`src/vdp_port_defines.svh`:
```
/*
 * Register indices of the VDP register file
 * Field bit positions used by the CPU port block
 * Idle value of the CPU data bus
 */
`ifndef VDP_PORT_DEFINES_SVH
`define VDP_PORT_DEFINES_SVH

`define VDP_NUM_REGS    64          // R#0 .. R#63

// VRAM write and read address registers
`define REG_CVWA0       6'd0        // Write address 7:0
`define REG_CVWA1       6'd1        // Write address 15:8
`define REG_CVWA2       6'd2        // Write address 18:16, inhibit
`define REG_CVRA0       6'd3        // Read address 7:0
`define REG_CVRA1       6'd4
`define REG_CVRA2       6'd5
`define REG_INT_EN      6'd9        // Interrupt enables
`define REG_CMD         6'd52       // Opcode in 7:4, write starts command

`define BIT_ADDR_IH     7           // Address increment inhibit, R#2 / R#5
`define BIT_IECE        2           // Enables in R#9, same order as flags
`define BIT_IEH         1
`define BIT_IEV         0
`define BIT_PTR_WINH    7           // Port 4 pointer, no inc on write
`define BIT_PTR_RINH    6           // No inc on read

`define CD_IDLE         8'hFF       // Unserved reads and reset value

`endif

```
`src/vdp_port_pkg.sv`:
```
/*
 * Shared types of the CPU port block
 * Data, address, register index and pointer vectors
 * MODE port numbers and VRAM access FSM states
 */
package vdp_port_pkg;

    typedef logic [7:0]  cpu_data_t;   // CPU bus byte or one register
    typedef logic [18:0] vram_addr_t;  // VRAM byte address
    typedef logic [5:0]  reg_num_t;    // Register index
    typedef logic [7:0]  reg_ptr_t;    // WINH, RINH, index 5:0
    typedef logic [3:0]  cmd_op_t;     // Command opcode

    // MODE pin encoding
    typedef enum logic [3:0] {
        PORT_VRAM     = 4'd0,
        PORT_PALETTE  = 4'd1,          // Not served here
        PORT_CMD_DATA = 4'd2,          // Not served here
        PORT_REG_DATA = 4'd3,
        PORT_REG_SEL  = 4'd4,
        PORT_STATUS   = 4'd5,
        PORT_INT_FLAG = 4'd6,
        PORT_SYS_CTRL = 4'd7
    } port_num_t;

    typedef enum logic [2:0] {
        VRAM_IDLE,
        VRAM_WR_ACK,                   // WE_n low, wait busy rise
        VRAM_WR_DONE,                  // Wait busy fall
        VRAM_RD_ACK,                   // OE_n low, wait busy rise
        VRAM_RD_DONE                   // Wait busy fall, take data
    } vram_state_t;

endpackage

```
`src/cpu_port_decode.sv`:
```
/*
 * CPU strobe falling-edge detection
 * One pulse per access, selected by MODE
 */
`timescale 1ns/1ps

module cpu_port_decode (
    input  logic                    CLK,
    input  logic                    RESET_n,
    input  logic                    CSR_n,
    input  logic                    CSW_n,
    input  vdp_port_pkg::port_num_t MODE,
    output logic                    vram_wr,
    output logic                    vram_rd,
    output logic                    reg_wr,
    output logic                    reg_rd,
    output logic                    ptr_wr,
    output logic                    status_rd,
    output logic                    int_wr,
    output logic                    int_rd,
    output logic                    sys_wr,
    output logic                    other_rd
);
    import vdp_port_pkg::*;

    logic prev_csr_n;   // Strobe levels on the last edge
    logic prev_csw_n;
    logic rd_edge;
    logic wr_edge;

    always_ff @(posedge CLK or negedge RESET_n) begin
        if (!RESET_n) begin
            prev_csr_n <= 1'b1;
            prev_csw_n <= 1'b1;
        end else begin
            prev_csr_n <= CSR_n;
            prev_csw_n <= CSW_n;
        end
    end

    assign rd_edge = prev_csr_n & ~CSR_n;  // High then low
    assign wr_edge = prev_csw_n & ~CSW_n;

    always_comb begin
        vram_wr   = 1'b0;
        vram_rd   = 1'b0;
        reg_wr    = 1'b0;
        reg_rd    = 1'b0;
        ptr_wr    = 1'b0;
        status_rd = 1'b0;
        int_wr    = 1'b0;
        int_rd    = 1'b0;
        sys_wr    = 1'b0;
        other_rd  = 1'b0;
        case (MODE)
            PORT_VRAM: begin
                vram_wr = wr_edge;
                vram_rd = rd_edge;
            end
            PORT_REG_DATA: begin
                reg_wr = wr_edge;
                reg_rd = rd_edge;
            end
            PORT_REG_SEL: begin
                ptr_wr   = wr_edge;
                other_rd = rd_edge;  // Pointer is write only
            end
            PORT_STATUS:   status_rd = rd_edge;  // Writes ignored
            PORT_INT_FLAG: begin
                int_wr = wr_edge;
                int_rd = rd_edge;
            end
            PORT_SYS_CTRL: begin
                sys_wr   = wr_edge;
                other_rd = rd_edge;
            end
            PORT_PALETTE, PORT_CMD_DATA: other_rd = rd_edge;  // Unserved ports
            default: other_rd = rd_edge;
        endcase
    end

endmodule

```
`src/cpu_port_top.sv`:
```
/*
 * CPU I/O port block of the bitmap VDP
 * Strobe decode, register file, VRAM access, interrupt flags
 * Port 7 system control, port 5 status, CD_OUT and WAIT_n
 */
`timescale 1ns/1ps
`include "vdp_port_defines.svh"

module cpu_port_top (
    input  logic                     CLK,
    input  logic                     RESET_n,
    input  logic                     CSR_n,
    input  logic                     CSW_n,
    input  vdp_port_pkg::port_num_t  MODE,
    input  vdp_port_pkg::cpu_data_t  CD_IN,
    output vdp_port_pkg::cpu_data_t  CD_OUT,
    output logic                     WAIT_n,
    output logic                     INT0_n,
    output logic                     INT1_n,
    output logic                     vram_we_n,
    output logic                     vram_oe_n,
    output vdp_port_pkg::vram_addr_t vram_addr,
    output vdp_port_pkg::cpu_data_t  vram_din,
    input  vdp_port_pkg::cpu_data_t  vram_dout,
    input  logic                     vram_busy,
    input  logic                     stat_tr,
    input  logic                     stat_vr,
    input  logic                     stat_hr,
    input  logic                     stat_bd,
    input  logic                     stat_eo,
    input  logic                     stat_ce,
    input  logic                     ce_event,
    input  logic                     hi_event,
    input  logic                     vi_event,
    output logic                     srs,
    output logic                     mcs,
    output logic                     cmd_start,
    output vdp_port_pkg::cmd_op_t    cmd_op
);
    import vdp_port_pkg::*;

    logic       vram_wr, vram_rd, reg_wr, reg_rd, ptr_wr;
    logic       status_rd, int_wr, int_rd, sys_wr, other_rd;
    logic       vram_wr_go, vram_rd_go;     // Port 0 strobes when idle
    logic       vram_done;
    logic       vram_rd_pend;               // Access in flight is a read
    logic [2:0] int_enable;
    cpu_data_t  reg_rdata, int_rdata, vram_rdata, status_byte;
    vram_addr_t vram_waddr, vram_raddr;

    cpu_port_decode u_decode (
        .CLK, .RESET_n, .CSR_n, .CSW_n, .MODE,
        .vram_wr, .vram_rd, .reg_wr, .reg_rd, .ptr_wr,
        .status_rd, .int_wr, .int_rd, .sys_wr, .other_rd
    );

    // WAIT_n high only when no access runs, so overlaps drop out here
    assign vram_wr_go = vram_wr && WAIT_n;
    assign vram_rd_go = vram_rd && WAIT_n;

    vdp_register_file u_regs (
        .CLK, .RESET_n, .reg_wr, .reg_rd, .ptr_wr,
        .vram_wr(vram_wr_go), .vram_rd(vram_rd_go), .CD_IN,
        .reg_rdata, .vram_waddr, .vram_raddr, .int_enable, .cmd_start, .cmd_op
    );

    vram_access u_vram (
        .CLK, .RESET_n, .vram_wr(vram_wr_go), .vram_rd(vram_rd_go),
        .vram_waddr, .vram_raddr, .CD_IN,
        .vram_we_n, .vram_oe_n, .vram_addr, .vram_din, .vram_dout, .vram_busy,
        .vram_done, .vram_rdata
    );

    interrupt_flags u_int (
        .CLK, .RESET_n, .int_wr, .CD_IN, .ce_event, .hi_event, .vi_event,
        .int_enable, .int_rdata, .INT0_n, .INT1_n
    );

    always_ff @(posedge CLK or negedge RESET_n) begin
        if (!RESET_n) begin
            srs <= 1'b0;
            mcs <= 1'b0;
        end else if (sys_wr) begin
            srs <= CD_IN[1];
            mcs <= CD_IN[0];
        end
    end

    // Port 5, bit 3 reads zero
    assign status_byte = {stat_tr, stat_vr, stat_hr, stat_bd, 1'b0, mcs, stat_eo, stat_ce};

    // Port 0 wait, released the edge after done
    always_ff @(posedge CLK or negedge RESET_n) begin
        if (!RESET_n) begin
            WAIT_n       <= 1'b1;
            vram_rd_pend <= 1'b0;
        end else if (vram_done) begin
            WAIT_n       <= 1'b1;
            vram_rd_pend <= 1'b0;
        end else if (vram_wr_go || vram_rd_go) begin
            WAIT_n       <= 1'b0;
            vram_rd_pend <= vram_rd_go;
        end
    end

    always_ff @(posedge CLK or negedge RESET_n) begin
        if (!RESET_n) begin
            CD_OUT <= `CD_IDLE;
        end else if (vram_done && vram_rd_pend) begin
            CD_OUT <= vram_rdata;           // Same edge as WAIT_n rise
        end else if (reg_rd) begin
            CD_OUT <= reg_rdata;
        end else if (status_rd) begin
            CD_OUT <= status_byte;
        end else if (int_rd) begin
            CD_OUT <= int_rdata;
        end else if (other_rd) begin
            CD_OUT <= `CD_IDLE;
        end
    end

endmodule

```
`src/interrupt_flags.sv`:
```
/*
 * Sticky CE, HI and VI interrupt flags
 * Port 6 write-one-to-clear and read value
 * INT0_n / INT1_n from flags and enables
 */
`timescale 1ns/1ps
`include "vdp_port_defines.svh"

module interrupt_flags (
    input  logic                    CLK,
    input  logic                    RESET_n,
    input  logic                    int_wr,
    input  vdp_port_pkg::cpu_data_t CD_IN,
    input  logic                    ce_event,
    input  logic                    hi_event,
    input  logic                    vi_event,
    input  logic [2:0]              int_enable,
    output vdp_port_pkg::cpu_data_t int_rdata,
    output logic                    INT0_n,
    output logic                    INT1_n
);

    logic [2:0] flags;      // CE, HI, VI
    logic [2:0] events;
    logic [2:0] clr;

    assign events = {ce_event, hi_event, vi_event};

    // Clear mask only during a port 6 write
    assign clr = int_wr ? {CD_IN[`BIT_IECE], CD_IN[`BIT_IEH], CD_IN[`BIT_IEV]} : 3'b000;

    always_ff @(posedge CLK or negedge RESET_n) begin
        if (!RESET_n) begin
            flags <= 3'b000;
        end else begin
            flags <= (flags | events) & ~clr;   // Clear wins over same-cycle event
        end
    end

    assign int_rdata = {5'b00000, flags | events};  // Live events seen too

    // CE and VI share INT0_n
    assign INT0_n = !((flags[`BIT_IECE] && int_enable[`BIT_IECE]) ||
                      (flags[`BIT_IEV] && int_enable[`BIT_IEV]));
    assign INT1_n = !(flags[`BIT_IEH] && int_enable[`BIT_IEH]);

endmodule

```
`src/vdp_register_file.sv`:
```
/*
 * 64 x 8 VDP register file behind ports 3 and 4
 * Port 4 pointer with read and write inhibit bits
 * VRAM write / read address increment on port 0 access
 * Interrupt enables, command start pulse and opcode
 */
`timescale 1ns/1ps
`include "vdp_port_defines.svh"

module vdp_register_file (
    input  logic                     CLK,
    input  logic                     RESET_n,
    input  logic                     reg_wr,
    input  logic                     reg_rd,
    input  logic                     ptr_wr,
    input  logic                     vram_wr,
    input  logic                     vram_rd,
    input  vdp_port_pkg::cpu_data_t  CD_IN,
    output vdp_port_pkg::cpu_data_t  reg_rdata,
    output vdp_port_pkg::vram_addr_t vram_waddr,
    output vdp_port_pkg::vram_addr_t vram_raddr,
    output logic [2:0]               int_enable,
    output logic                     cmd_start,
    output vdp_port_pkg::cmd_op_t    cmd_op
);
    import vdp_port_pkg::*;

    cpu_data_t  regs [`VDP_NUM_REGS];
    reg_ptr_t   ptr;            // Port 4 value
    reg_num_t   reg_idx;
    reg_num_t   reg_idx_next;
    vram_addr_t waddr_inc;
    vram_addr_t raddr_inc;
    logic       waddr_ih;       // Increment inhibits
    logic       raddr_ih;

    assign reg_idx      = ptr[5:0];
    assign reg_idx_next = reg_idx + 6'd1;   // Wraps 63 -> 0

    // 19 bit addresses spread over three registers each
    assign vram_waddr = {regs[`REG_CVWA2][2:0], regs[`REG_CVWA1], regs[`REG_CVWA0]};
    assign vram_raddr = {regs[`REG_CVRA2][2:0], regs[`REG_CVRA1], regs[`REG_CVRA0]};
    assign waddr_inc  = vram_waddr + 19'd1;
    assign raddr_inc  = vram_raddr + 19'd1;
    assign waddr_ih   = regs[`REG_CVWA2][`BIT_ADDR_IH];
    assign raddr_ih   = regs[`REG_CVRA2][`BIT_ADDR_IH];

    assign reg_rdata = regs[reg_idx];   // Sampled by top on the read edge

    // Enable order matches the flag bits
    assign int_enable = {regs[`REG_INT_EN][`BIT_IECE],
                         regs[`REG_INT_EN][`BIT_IEH],
                         regs[`REG_INT_EN][`BIT_IEV]};

    assign cmd_op = regs[`REG_CMD][7:4];

    always_ff @(posedge CLK or negedge RESET_n) begin
        if (!RESET_n) begin
            for (int i = 0; i < `VDP_NUM_REGS; i++) begin
                regs[i] <= '0;
            end
        end else if (reg_wr) begin
            regs[reg_idx] <= CD_IN;             // Port 3 write
        end else if (vram_wr && !waddr_ih) begin
            // Bump at access start, VRAM side got the old address
            regs[`REG_CVWA0]      <= waddr_inc[7:0];
            regs[`REG_CVWA1]      <= waddr_inc[15:8];
            regs[`REG_CVWA2][2:0] <= waddr_inc[18:16];
        end else if (vram_rd && !raddr_ih) begin
            regs[`REG_CVRA0]      <= raddr_inc[7:0];
            regs[`REG_CVRA1]      <= raddr_inc[15:8];
            regs[`REG_CVRA2][2:0] <= raddr_inc[18:16];
        end
    end

    // Pointer, inhibit bits kept across increments
    always_ff @(posedge CLK or negedge RESET_n) begin
        if (!RESET_n) begin
            ptr <= '0;
        end else if (ptr_wr) begin
            ptr <= CD_IN;
        end else if (reg_wr && !ptr[`BIT_PTR_WINH]) begin
            ptr <= {ptr[7:6], reg_idx_next};
        end else if (reg_rd && !ptr[`BIT_PTR_RINH]) begin
            ptr <= {ptr[7:6], reg_idx_next};
        end
    end

    // One cycle after the write to R#52
    always_ff @(posedge CLK or negedge RESET_n) begin
        if (!RESET_n) begin
            cmd_start <= 1'b0;
        end else begin
            cmd_start <= reg_wr && (reg_idx == `REG_CMD);
        end
    end

endmodule

```
`src/vram_access.sv`:
```
/*
 * One CPU byte access on the VRAM bus
 * Strobe, busy rise as acknowledge, busy fall as completion
 * Done pulse with the read byte
 */
`timescale 1ns/1ps

module vram_access (
    input  logic                     CLK,
    input  logic                     RESET_n,
    input  logic                     vram_wr,
    input  logic                     vram_rd,
    input  vdp_port_pkg::vram_addr_t vram_waddr,
    input  vdp_port_pkg::vram_addr_t vram_raddr,
    input  vdp_port_pkg::cpu_data_t  CD_IN,
    output logic                     vram_we_n,
    output logic                     vram_oe_n,
    output vdp_port_pkg::vram_addr_t vram_addr,
    output vdp_port_pkg::cpu_data_t  vram_din,
    input  vdp_port_pkg::cpu_data_t  vram_dout,
    input  logic                     vram_busy,
    output logic                     vram_done,
    output vdp_port_pkg::cpu_data_t  vram_rdata
);
    import vdp_port_pkg::*;

    vram_state_t state;

    // Control side of the handshake
    always_ff @(posedge CLK or negedge RESET_n) begin
        if (!RESET_n) begin
            state     <= VRAM_IDLE;
            vram_we_n <= 1'b1;
            vram_oe_n <= 1'b1;
            vram_done <= 1'b0;
        end else begin
            vram_done <= 1'b0;                      // Pulse only
            case (state)
                VRAM_IDLE: begin
                    if (vram_wr) begin
                        vram_we_n <= 1'b0;
                        state     <= VRAM_WR_ACK;
                    end else if (vram_rd) begin
                        vram_oe_n <= 1'b0;
                        state     <= VRAM_RD_ACK;
                    end
                end
                VRAM_WR_ACK: if (vram_busy) begin   // Acknowledged
                    vram_we_n <= 1'b1;
                    state     <= VRAM_WR_DONE;
                end
                VRAM_WR_DONE: if (!vram_busy) begin
                    vram_done <= 1'b1;
                    state     <= VRAM_IDLE;
                end
                VRAM_RD_ACK: if (vram_busy) begin
                    vram_oe_n <= 1'b1;
                    state     <= VRAM_RD_DONE;
                end
                VRAM_RD_DONE: if (!vram_busy) begin // Data valid now
                    vram_done <= 1'b1;
                    state     <= VRAM_IDLE;
                end
                default: state <= VRAM_IDLE;
            endcase
        end
    end

    // Address, write data and read data
    always_ff @(posedge CLK or negedge RESET_n) begin
        if (!RESET_n) begin
            vram_addr  <= '0;
            vram_din   <= '0;
            vram_rdata <= '0;
        end else begin
            if (state == VRAM_IDLE && vram_wr) begin
                vram_addr <= vram_waddr;            // Held for whole access
                vram_din  <= CD_IN;
            end else if (state == VRAM_IDLE && vram_rd) begin
                vram_addr <= vram_raddr;
            end
            if (state == VRAM_RD_DONE && !vram_busy) begin
                vram_rdata <= vram_dout;
            end
        end
    end

endmodule
```
`config.mk`:
```
export PLATFORM = sky130hd
export DESIGN_NAME = cpu_port_top
export DESIGN_NICKNAME = d
export VERILOG_FILES = /design/src/vdp_port_pkg.sv /design/src/cpu_port_decode.sv /design/src/cpu_port_top.sv /design/src/interrupt_flags.sv /design/src/vdp_register_file.sv /design/src/vram_access.sv
export VERILOG_INCLUDE_DIRS = /design/src
export SDC_FILE = /design/constraint.sdc
export NUM_CORES = 1
export LEC_CHECK = 0
export ABC_AREA = 0
export BUFFER_PORTS_ARGS = -buffer_cell sky130_fd_sc_hd__buf_2
export CORE_MARGIN = 4
export CORE_UTILIZATION = 68
export DETAILED_ROUTE_END_ITERATION = 7
export PLACE_DENSITY_LB_ADDON = 0.08
export SLEW_MARGIN = 20
export SYNTH_ARGS = -nofsm -noshare
export SYNTH_HDL_FRONTEND = slang
export SYNTH_HIERARCHICAL = 1
export SYNTH_SLANG_ARGS = --single-unit
```
`constraint.sdc`:
```
create_clock -name CLK -period 7.24 [get_ports CLK]
set_input_delay 0.724 -clock CLK [delete_from_list [all_inputs] [get_ports CLK]]
set_output_delay 0.724 -clock CLK [all_outputs]
set_load 0.02 [all_outputs]
```
==> metrics <==
pin count of the biggest net entering global routing ~140; final slew viol count 0; Max Clk Rate 0.221 GHz; IO Pins 81; filler cell count between 2000 and 3000; clock latency at the later pin of the worst-skew pair 0.61 ns; grt total ovfl 0; Setup Total Neg Slack 0 ns; Comb power frac between 20% and 30%; Synth warnings 6; clk_skew about 0.02 ns; Setup Fix Bufs, Post-CTS 0; Port Buffer Count 80; CP Capture Type flop; Synth Instances approximately 2200; relative slew slack 26.4%; register share of total power 42.5%; vias in the first global route between 15000 and 20000; final setup fails 0; crit path time final 4.52 ns; CTS tree yes; RSZ-0062 raised after global routing no; first-pass GRT wire length 117000 um; Post-CTS Resized 0; routed via count 19000; CTS Buf Count 58; FF-to-FF path depth 9; sequential fraction of the synthesis area around half; Max Cap Viol 0; Worst Path Max Fanout between 60 and 70; Post-synth ARST share 100%; placed cell count approximately 2600; Area Overhead vs Synth 7.75%; crit-path leading delay family compound AO/OA/AOI/OAI gates; Routed WL about 75000 um; # clock sinks just under 600; share of cells above drive strength 1 about two fifths; critical path class reg -> reg; synthesized area roughly 0.028 mm2; Max Buffers Root-to-Sink 3; initial antenna violation count 2; arrival time at the worst endpoint about 5 ns; Max stage delay on crit path a little over 1 ns; final hold vios 0; most frequent cells in the layout dfrtp_1 (563), mux2_2 (542), nand2_1 (113); Final period util a little over three fifths; drc violations 0; Synth Register Bits 579; average wire per standard cell 27.6 um; row cnt 74; reg2reg setup slack approximately 2.7 ns; Worst setup SP type flop; Area contributors post-synth dfrtp_1 (50%), mux2_2 (21%), mux4_2 (4.4%), mux2i_1 (2.6%), buf_4 (1.7%); DIE HEIGHT around 210 um; FF-to-FF End CD_OUT[7]; pwr dens 290 mW/mm2; core area 0.0411 mm2; Clk pin slew, worst setup/hold paths ~0.06 ns; HPWL Detailed 46400 um; status finished clean; final total power a little under 9000 uW; WP data required 7.74 ns; CTS Hold Buffers Added 0; RD Place Congestion 0.913; commonest non-fill, non-tap cell in the layout dfrtp_1; Die X 212 um; number of DRC markers in iteration 0 2242; Max IR drop VDD approximately 0.00024 V; Hold Crit Class in -> async; Final Instance Count excl. Fillers about 2700; Worst Path Buf+Inv 2; NetSw just under 3000 uW; worst slew pin tran around 1.1 ns; detailed-router iteration count before antenna repair 6; Lkg Pwr approximately 0.014 uW; initial core utilization about 70%; DIE AREA about 0.045 mm2; Final nets approximately 2200; CP max-delay cell dfrtp_4; Synth top area share between 40% and 50%; mean number of vias per cell roughly 7; Syn Area/Cell between 10 and 15 um2; Netlist cell types 87; total track usage approximately 34%; top_reg_cell synth dfrtp_1; H-tree levels 2; reg-to-reg critical path startpoint u_regs/ptr[1]; EDFF count, synth 0; switching part of the total power 33.2%; cell internal pwr 5930 uW; clk root buf clkbuf_16; cells along the critical path buf_12, nor2b_1, buf_4, a22oi_1, a31oi_1, a2111oi_0, or3b_1, a211oi_1, a221oi_2; Worst Slack Setup Final 2.72 ns; Clock power frac 33.6%; flip-flop and latch area between 0.01 and 0.015 mm2; cell taking the most area after synthesis dfrtp_1; pre-CTS setup slack 2.84 ns; Final ANT Viol Nets 0; area of the multi-input gates 0.0127 mm2
[worst reg2reg max path, delay by kind of cell, from the launching register on]
kind,cells,cell delay (ns)
and+or+nand+nor,2,0.85
buffers and inverters,2,0.70
DFF,1,1.01
AOI/OAI and AO/OA,5,1.84
[cells in the mapped netlist, types with 17 or more instances]
cell type  number
clkbuf_1       87
nor2_1         69
nor2_2         23
nand3_1        28
a22oi_1        42
mux4_2         56
o21ai_0        49
dfrtp_1       566
o22ai_1        19
mux2i_1        75
nand2_1       113
a21oi_1        31
buf_2          36
nor3_1         17
a221oi_1       35
mux2_2        542
buf_4          63
inv_1          27
[through the flow]
stage	util (%)	hold slack, ns	cell area [um2]
after CTS	74.4	0.198	30600
after global placement	69.8	0.455	28700
after global routing	74.5	0.211	30600
after detailed placement	69.8	0.466	28700
final	74.5	0.162	30600
after floorplan	-	0.428	28400
[cells by family (layout without fill, tap and decap cells)]
family,count (synthesis),in the layout,share of synthesized area [%]
other,1,6,0.0132
xor gates and xnor gates,16,16,0.542
AOI/OAI and AO/OA,283,283,7.41
muxes,688,688,29.2
and+or+nand+nor,379,379,7.24
DFF,579,579,51.0
buffers and inverters,234,242,4.43
adders and majority gates,4,4,0.176
[area by class of cell]
cell class	instances	share of cell area, %
sequential	579	47.4
multi-input combinational	1375	41.5
clock buffer	92	5.89
timing repair buffer	112	2.30
tap	532	2.17
inverter	30	0.368
clock inverter	8	0.331
antenna	1	0.00817
[state kept, by name (all words and copies together) (netlist names), 3 cells and up]
| register | count |
|---|---|
| u_regs/ptr | 8 |
| u_regs/vram_raddr | 19 |
| u_regs/cmd_op | 4 |
| CD_OUT | 8 |
| u_regs/int_enable | 3 |
| u_int/flags | 3 |
| u_vram/vram_rdata | 8 |
| u_vram/vram_addr | 19 |
| u_vram/vram_din | 8 |
| u_vram/state | 3 |
| u_regs/regs | 466 |
| u_regs/vram_waddr | 19 |
[worst max-delay path by stage]
stage	startpoint	end	slack (ns)	depth (start not counted)
floorplan	MODE[2]	u_regs/vram_waddr[18]	4.16	9
global placement	u_regs/ptr[1]	CD_OUT[7]	2.84	8
detailed placement	u_regs/ptr[1]	CD_OUT[7]	2.84	9
CTS	u_regs/ptr[1]	CD_OUT[7]	2.80	9
global route	u_regs/ptr[0]	CD_OUT[7]	2.66	8
finish	u_regs/ptr[1]	CD_OUT[7]	2.72	9
[per-layer routing]
layer  up-vias  share of wire (%)  global-route usage, %
met1      9858                 41                   47.3
li1       7953                  -                      -
met5         -              0.011                      0
met2       975                 46                   52.8
met4         2                4.1                   13.1
met3       219                8.9                   7.08
[power by group through the flow]
stage	clock network (uW)	logic, uW	registers (uW)
4_1_cts	3030	2070	3770
3_5_place_dp	0	2060	3820
6_report	2990	2120	3780
5_1_grt	3170	2190	3800
3_3_place_gp	0	2030	3810
2_1_floorplan	0	1460	3680
(Power assumes the default switching activity.)
